--- src/rtl/mm_pkg.sv ---
`default_nettype none

package mm_pkg;

    localparam int N      = 4;  // matrix dimension, rows and columns
    localparam int ELEM_W = 8;  // one signed operand element
    localparam int ACC_W  = 32; // accumulator and result word
    localparam int BUS_DW = 32; // one bus word carries one full row of N elements
    localparam int ADDR_W = 10; // region lives in the top two address bits

    typedef logic signed [ELEM_W-1:0] elem_t;

    // element j sits in bits 8j+7 to 8j, so a bus word maps straight onto a row
    typedef elem_t [N-1:0] row_t;

    typedef logic signed [ACC_W-1:0] acc_t;
    typedef acc_t [N-1:0] acc_row_t;

    // address bits 9:8 select one of these regions
    typedef enum logic [1:0] {
        REG_CTRL   = 2'b00, // start bit on write, status word on read
        REG_INPUT  = 2'b01, // A matrix rows
        REG_WEIGHT = 2'b10, // B matrix rows
        REG_RESULT = 2'b11  // sixteen result words, row major
    } mm_region_e;

    typedef enum logic [1:0] {
        S_IDLE,
        S_MAC,
        S_STORE
    } seq_state_e;

endpackage

`default_nettype wire

--- src/rtl/mm_wr_if.sv ---
`timescale 1ns/100ps
`default_nettype none

// result write path from the sequencer into the shared result memory
interface mm_wr_if import mm_pkg::*; ();

    logic       req;   // held high with addr and wdata until gnt is seen
    logic       gnt;   // write happens in the cycle where req and gnt are both high
    logic [3:0] addr;  // row times 4 plus column
    acc_t       wdata;

    modport master (output req, output addr, output wdata, input gnt);

    modport slave (input req, input addr, input wdata, output gnt);

endinterface

`default_nettype wire

--- src/rtl/mm_bus_slave.sv ---
`timescale 1ns/100ps
`default_nettype none

module mm_bus_slave import mm_pkg::*; (
    input  logic              clk,
    input  logic              rst,
    input  logic [ADDR_W-1:0] address,
    input  logic              read,
    input  logic              write,
    input  row_t              writedata,
    output logic [BUS_DW-1:0] readdata,
    output logic              in_we,
    output logic              wt_we,
    output logic [1:0]        buf_row,
    output row_t              buf_data,
    output logic              start,
    input  logic              busy,
    input  logic              done,
    output logic              res_rd_en,
    output logic [3:0]        res_rd_addr,
    input  acc_t              res_rd_data
);

    mm_region_e  region;
    logic        ctrl_hit;     // offset 0 of the control region is the only live register
    logic [31:0] status_word;

    assign region   = mm_region_e'(address[9:8]);
    assign ctrl_hit = (region == REG_CTRL) && (address[7:0] == 8'd0);

    // operand rows are frozen while a run is in flight so the sequencer sees stable data
    assign in_we    = write && (region == REG_INPUT) && !busy;
    assign wt_we    = write && (region == REG_WEIGHT) && !busy;
    assign buf_row  = address[1:0];  // one word per row, four rows per buffer
    assign buf_data = writedata;

    // bit 0 of the written word is element 0 bit 0, the start request
    assign start = write && ctrl_hit && writedata[0][0]; // the sequencer drops it when busy

    assign res_rd_en   = read && (region == REG_RESULT);
    assign res_rd_addr = address[3:0];

    assign status_word = {30'd0, done, busy};

    // one cycle read latency for every region, the word holds between reads
    always_ff @(posedge clk) begin
        if (rst) begin
            readdata <= '0;
        end else if (read) begin
            unique case (region)
                REG_CTRL: begin
                    readdata <= ctrl_hit ? status_word : '0;
                end
                REG_RESULT: begin
                    readdata <= res_rd_data; // arbiter serves this read combinationally
                end
                default: begin
                    readdata <= '0;          // operand buffers are write only
                end
            endcase
        end
    end

endmodule

`default_nettype wire

--- src/rtl/mm_mac_array.sv ---
`timescale 1ns/100ps
`default_nettype none

module mm_mac_array import mm_pkg::*; (
    input  logic     clk,
    input  logic     rst,
    input  logic     clear,   // start of a new output row
    input  logic     acc_en,  // one term of the dot product this cycle
    input  elem_t    a_elem,  // scalar shared by all lanes
    input  row_t     b_row,   // lane j takes element j
    output acc_row_t acc
);

    logic signed [2*ELEM_W-1:0] prod [N];

    // signed 8 by 8 products never overflow 16 bits
    always_comb begin
        for (int j = 0; j < N; j++) begin
            prod[j] = a_elem * b_row[j];
        end
    end

    always_ff @(posedge clk) begin
        if (rst) begin
            acc <= '0;
        end else if (acc_en) begin
            for (int j = 0; j < N; j++) begin
                if (clear) begin
                    acc[j] <= acc_t'(prod[j]);          // sign extended, first term of the row
                end else begin
                    acc[j] <= acc[j] + acc_t'(prod[j]); // wraps at 32 bits
                end
            end
        end
    end

endmodule

`default_nettype wire

--- src/rtl/mm_operand_buf.sv ---
`timescale 1ns/100ps
`default_nettype none

// small register file holding one operand matrix, one packed row per entry
module mm_operand_buf import mm_pkg::*; (
    input  logic       clk,
    input  logic       rst,
    input  logic       we,
    input  logic [1:0] wr_row,
    input  row_t       wr_data,
    input  logic [1:0] rd_row,
    output row_t       rd_data
);

    row_t rows [N];

    always_ff @(posedge clk) begin
        if (rst) begin
            for (int r = 0; r < N; r++) begin
                rows[r] <= '0; // an unloaded matrix reads as all zero
            end
        end else if (we) begin
            rows[wr_row] <= wr_data;
        end
    end

    // the sequencer uses the row in the same cycle it selects it
    assign rd_data = rows[rd_row];

endmodule

`default_nettype wire

--- src/rtl/mm_result_arb.sv ---
`timescale 1ns/100ps
`default_nettype none

// result memory shared by host reads and sequencer writes, host reads always win
module mm_result_arb import mm_pkg::*; (
    input  logic       clk,
    input  logic       rst,
    input  logic       rd_en,
    input  logic [3:0] rd_addr,
    output acc_t       rd_data,
    mm_wr_if.slave     wr
);

    acc_t mem [N*N];

    // a bus read in this cycle stalls the sequencer for one cycle
    assign wr.gnt = wr.req && !rd_en;

    always_ff @(posedge clk) begin
        if (rst) begin
            for (int e = 0; e < N*N; e++) begin
                mem[e] <= '0; // results read as zero until the first run finishes
            end
        end else if (wr.gnt) begin
            mem[wr.addr] <= wr.wdata;
        end
    end

    // the bus slave registers this, which gives the one cycle read latency
    assign rd_data = mem[rd_addr];

endmodule

`default_nettype wire

--- src/rtl/mm_seq.sv ---
`timescale 1ns/100ps
`default_nettype none

module mm_seq import mm_pkg::*; (
    input  logic       clk,
    input  logic       rst,
    input  logic       start,
    output logic       busy,
    output logic       done,
    output logic [1:0] a_row_sel,
    output logic [1:0] b_row_sel,
    input  row_t       a_row,
    input  row_t       b_row,
    output logic       clear,
    output logic       acc_en,
    output elem_t      a_elem,
    output row_t       b_out,
    input  acc_row_t   acc,
    mm_wr_if.master    wr
);

    seq_state_e state;
    logic [1:0] row_i;  // output row being built
    logic [1:0] term_k; // dot product term, also the B row index
    logic [1:0] col;    // accumulator lane being stored

    assign busy = (state != S_IDLE);

    // C[i] is the sum over k of A[i][k] times B row k, one term per cycle
    assign a_row_sel = row_i;
    assign b_row_sel = term_k;
    assign a_elem    = a_row[term_k];
    assign b_out     = b_row;
    assign acc_en    = (state == S_MAC);
    assign clear     = (term_k == 2'd0); // only acts together with acc_en

    assign wr.req   = (state == S_STORE);
    assign wr.addr  = {row_i, col};      // row times 4 plus column
    assign wr.wdata = acc[col];          // stable until the grant moves col on

    always_ff @(posedge clk) begin
        if (rst) begin
            state  <= S_IDLE;
            row_i  <= '0;
            term_k <= '0;
            col    <= '0;
            done   <= 1'b0;
        end else begin
            unique case (state)
                S_IDLE: begin
                    if (start) begin
                        state  <= S_MAC;
                        row_i  <= '0;
                        term_k <= '0;
                        done   <= 1'b0; // done clears only on an accepted start
                    end
                end
                S_MAC: begin
                    term_k <= term_k + 2'd1;
                    if (term_k == 2'(N-1)) begin
                        state <= S_STORE; // last term lands in acc at this edge
                        col   <= '0;
                    end
                end
                S_STORE: begin
                    if (wr.gnt) begin
                        col <= col + 2'd1;
                        if (col == 2'(N-1)) begin
                            if (row_i == 2'(N-1)) begin
                                state <= S_IDLE;
                                done  <= 1'b1; // same edge that drops busy
                            end else begin
                                state  <= S_MAC;
                                row_i  <= row_i + 2'd1;
                                term_k <= '0;
                            end
                        end
                    end
                end
                default: begin
                    state <= S_IDLE;
                end
            endcase
        end
    end

endmodule

`default_nettype wire

--- src/rtl/mm_top.sv ---
`timescale 1ns/100ps
`default_nettype none

module mm_top import mm_pkg::*; (
    input  logic        clk,
    input  logic        rst,
    input  logic [9:0]  address,
    input  logic        read,
    input  logic        write,
    input  row_t        writedata,
    output logic [31:0] readdata
);

    logic       in_we, wt_we, start, busy, done, res_rd_en, clear, acc_en;
    logic [1:0] buf_row, a_row_sel, b_row_sel;
    logic [3:0] res_rd_addr;
    row_t       buf_data, a_row, b_row, b_out;
    acc_t       res_rd_data;
    elem_t      a_elem;
    acc_row_t   acc;

    mm_wr_if wr_if_i ();

    mm_bus_slave bus_slave_i (
        .clk, .rst, .address, .read, .write, .writedata, .readdata,
        .in_we, .wt_we, .buf_row, .buf_data, .start, .busy, .done,
        .res_rd_en, .res_rd_addr, .res_rd_data
    );

    // A matrix, the input
    mm_operand_buf in_buf_i (
        .clk, .rst, .we(in_we), .wr_row(buf_row), .wr_data(buf_data),
        .rd_row(a_row_sel), .rd_data(a_row)
    );

    // B matrix, the weights
    mm_operand_buf wt_buf_i (
        .clk, .rst, .we(wt_we), .wr_row(buf_row), .wr_data(buf_data),
        .rd_row(b_row_sel), .rd_data(b_row)
    );

    mm_mac_array mac_i (
        .clk, .rst, .clear, .acc_en, .a_elem, .b_row(b_out), .acc
    );

    mm_seq seq_i (
        .clk, .rst, .start, .busy, .done, .a_row_sel, .b_row_sel, .a_row, .b_row,
        .clear, .acc_en, .a_elem, .b_out, .acc, .wr(wr_if_i.master)
    );

    mm_result_arb res_arb_i (
        .clk, .rst, .rd_en(res_rd_en), .rd_addr(res_rd_addr), .rd_data(res_rd_data),
        .wr(wr_if_i.slave)
    );

endmodule

`default_nettype wire

--- config.mk ---
export PLATFORM = sky130hd
export DESIGN_NAME = mm_top
export DESIGN_NICKNAME = d
export VERILOG_FILES = /design/src/rtl/mm_pkg.sv /design/src/rtl/mm_wr_if.sv /design/src/rtl/mm_bus_slave.sv /design/src/rtl/mm_mac_array.sv /design/src/rtl/mm_operand_buf.sv /design/src/rtl/mm_result_arb.sv /design/src/rtl/mm_seq.sv /design/src/rtl/mm_top.sv
export SDC_FILE = /design/constraint.sdc
export NUM_CORES = 2
export LEC_CHECK = 0
export BUFFER_PORTS_ARGS = -buffer_cell sky130_fd_sc_hd__buf_2
export CAP_MARGIN = 20
export CORE_MARGIN = 4
export CORE_UTILIZATION = 58
export DETAILED_ROUTE_END_ITERATION = 16
export PLACE_DENSITY = 0.77
export SYNTH_ARGS = -nofsm -noshare
export SYNTH_HDL_FRONTEND = slang
export SYNTH_HIERARCHICAL = 1
export SYNTH_SLANG_ARGS = --single-unit
--- constraint.sdc ---
create_clock -name clk -period 8.25 [get_ports clk]
set_input_delay 0 -clock clk [delete_from_list [all_inputs] [get_ports clk]]
set_output_delay 0 -clock clk [all_outputs]
set_load 0.02 [all_outputs]
==> results.sh <==
export IMPL_gp_congestion=0.9067
export IMPL_drtIter0Drc=4603
export IMPL_dp_cells=6342
export IMPL_power_frac_clock_pct=31.0
export IMPL_synth_warnings=6
export IMPL_routed_via_density=6.157
export IMPL_fin_nets=5761
export IMPL_coreArea_mm2=0.09885
export IMPL_cp_start_kind="register"
export IMPL_cts_sinks=937
export IMPL_combPwrFrac_pct=29.7
export IMPL_irDropWorstVdd_mv=0.1884
export IMPL_critPathLaunch="seq_i/a_row_sel[0]"
export IMPL_hold_violations=0
export IMPL_synth_fp_nets=5570
export IMPL_pre_cts_ws_ns=-0.1651
export IMPL_grt_pass1_vias=40520
export IMPL_path_class="reg -> reg"
export IMPL_fin_tns_setup_ns=-0.04546
export IMPL_die_y_um=324.2
export IMPL_critPathMaxFanout=6
export IMPL_drv_slew=0
export IMPL_fill_cells=6892
export IMPL_swShare_pct=30.85
export IMPL_cp_common_cell="fa_1"
export IMPL_yosys_cell_types_count=99
export IMPL_dieArea_mm2=0.1051
export IMPL_max_stage_delay_ns=0.66
export IMPL_p_int_mw=9.349
export IMPL_period_needed_ns=8.295
export IMPL_final_common_cell="edfxtp_1"
export IMPL_placementRows=115
export IMPL_overflow=0
export IMPL_die_width_um=324.2
export IMPL_finClkSkew_ns=0.03521
export IMPL_drc_errors=0
export IMPL_mostFrequentLayoutCells="768 x edfxtp_1, 692 x nor2_1, 372 x and2_1, 366 x inv_1, 326 x nand2_1"
export IMPL_wire_per_inst_um=23.38
export IMPL_p_leak_nw=25.71
export IMPL_ff2ff_setup_slack_ns=-0.05
export IMPL_instances_no_fill=6605
export IMPL_setup_ws_ns=-0.04546
export IMPL_drive_gt1_share_pct=20.29
export IMPL_clk_pin_slew_worst_paths_ns=0.07
export IMPL_ant_nets=0
export IMPL_synth_edff_count=768
export IMPL_syn_instance_count=5052
export IMPL_cts_root_buf="clkbuf_16"
export IMPL_r2r_cells=31
export IMPL_power_per_cell_area_mw_per_mm2=206.8
export IMPL_h_tree_depth=3
export IMPL_ys_ff_latch=937
export IMPL_dp_hpwl_mm=97.54
export IMPL_clk_latency_ns=0.69
export IMPL_grt_start_max_net_pins=132
export IMPL_max_cap_violations=0
export IMPL_setup_violations=1
export IMPL_r2r_start="seq_i/a_row_sel[0]"
export IMPL_antenna_found_initial=2
export IMPL_critPathRequiredTime_ns=8.86
export IMPL_syn_area_mm2=0.05800
export IMPL_worst_pin_slew_ns=1.101
export IMPL_cts_tree="built"
export IMPL_relSlewSlack_pct=26.42
export IMPL_async_flop_share_pct=0
export IMPL_io_pins=78
export IMPL_layout_worst_path_cycle_share_pct=100.6
export IMPL_drt_wl_total_mm=154.4
export IMPL_final_util_pct=66.14
export IMPL_cp_endpoint="mac_i/acc[95]"
export IMPL_grt_pass1_wl_mm=233.2
export IMPL_seq_area_mm2=0.02646
export IMPL_switchingPower_mw=4.171
export IMPL_critical_path_slowest_cell="mux4_2"
export IMPL_vias=40670
export IMPL_area_delta_synth_final_pct=12.73
export IMPL_r2r_end="mac_i/acc[95]"
export IMPL_hold_ws_ns=0.02894
export IMPL_status="finished with violations"
export IMPL_dr_pass1_iters=6
export IMPL_start_util_pct=58.67
export IMPL_yosys_most_used_dff="edfxtp_1"
export IMPL_synth_seq_area_share_pct=45.60
export IMPL_failed_checks="negative setup slack"
export IMPL_numPortBuffers=77
export IMPL_rsz0062_at_grt="yes"
export IMPL_ctsLongestPathBuffers=3
export IMPL_syn_area_per_cell_um2=11.48
export IMPL_grt_total_usage_pct=28.82
export IMPL_multiInputGateArea_mm2=0.02926
export IMPL_worstHoldStart="address[4]"
export IMPL_max_freq_ghz=0.1205
export IMPL_numCtsBuffers=93
export IMPL_seqPwrFrac_pct=39.3
export IMPL_end_kind="register"
export IMPL_worstPathArrival_ns=8.91
export IMPL_hp_class="in -> reg"
[registers in the layout, summed over array words and instances (netlist names)]
signal and flops:
res_arb_i/mem 512, seq_i/b_row_sel 2, bus_slave_i/readdata 32, in_buf_i/rows 128, wt_buf_i/rows 128, seq_i/done 1, seq_i/a_row_sel 2, seq_i/state 2
seq_i/col 2, mac_i/acc 128
[metrics by stage]
step           total power, mW  area (um^2)
3_5_place_dp             8.922        60470
6_report                 13.52        65380
5_1_grt                  14.13        65380
2_1_floorplan            7.709        58080
3_3_place_gp             8.836        60450
4_1_cts                  13.12        63950
[Yosys cell counts, types with 69 or more instances]
library cell	count	area, um^2
a21o_1	89	668.1
a21oi_1	147	735.7
and2_1	377	2359
buf_2	69	345.3
buf_4	81	608.1
clkbuf_1	136	510.5
dfxtp_1	169	3383
edfxtp_1	768	23060
fa_1	224	4484
ha_1	248	3103
inv_1	374	1404
mux4_2	228	5135
nand2_1	334	1254
nor2_1	695	2609
nor2b_1	69	431.7
o21ai_0	101	505.5
xnor2_1	109	954.7
[layer usage]
metal | vias up | wire (um) | GRT usage (%)
li1 | 18130 | - | -
met1 | 20090 | 58460 | 38.26
met5 | - | 7 | 0
met2 | 2059 | 74960 | 48.02
met3 | 383 | 13290 | 4.007
met4 | 2 | 7711 | 12.50
[worst max-delay path: cells and delay by family, from the launching register on]
kind                     cells  cell delay, ns
flip-flops                   1            0.43
buffers and inverters        7            0.83
XOR/XNOR                     1            0.21
AND/OR/NAND/NOR              5            1.10
multiplexers                 2            1.17
adder cells (fa/ha/maj)      6            2.46
AO/OA/AOI/OAI               10            2.01
[cell type report]
class                           instances  area share, %
Sequential cell                       937          40.47
Clock buffer                          109          3.682
Tap cell                             1287          2.463
Inverter                              375          2.153
Multi-Input combinational cell       3400          44.75
Antenna cell                            1       0.003827
Timing Repair Buffer                  436          5.592
Clock inverter                         60         0.8899
[how the worst min path moves through the flow]
stage	slack [ns]	cells past startpoint	endpoint
after floorplan	0.17	3	bus_slave_i/readdata[0]
after global placement	0.34	4	bus_slave_i/readdata[1]
after detailed placement	0.35	4	bus_slave_i/readdata[0]
after CTS	0.006	7	seq_i/state[0]
after global routing	0.04	7	seq_i/state[0]
final	0.03	6	seq_i/b_row_sel[0]
[repair_timing]
item,4_1_cts,5_1_grt
endpoints found under the hold margin,315,0
setup buffers,1,37
pin swaps,3,75
hold buffers,44,0
endpoints found under the setup margin,19,51
cloned,0,6
resized for setup,10,178
[power groups by stage]
stage          clock (mW)  sequential (mW)  combinational, mW
6_report             4.19             5.31               4.02
3_5_place_dp            0             5.41               3.51
4_1_cts              4.23             5.31               3.58
2_1_floorplan           0             5.39               2.32
3_3_place_gp            0             5.40               3.44
5_1_grt              4.44             5.32               4.37
[kinds of logic (layout without fill, tap and decap cells)]
family / after synthesis / in the layout / synth area share, %
multiplexers: 257 / 258 / 9.481
XOR/XNOR: 160 / 160 / 2.416
AO/OA/AOI/OAI: 734 / 734 / 8.845
adder cells (fa/ha/maj): 472 / 472 / 13.08
buffers and inverters: 716 / 980 / 5.650
AND/OR/NAND/NOR: 1776 / 1776 / 14.93
flip-flops: 937 / 937 / 45.60
other: 0 / 1 / 0
Power figures use the tool's default switching activity.
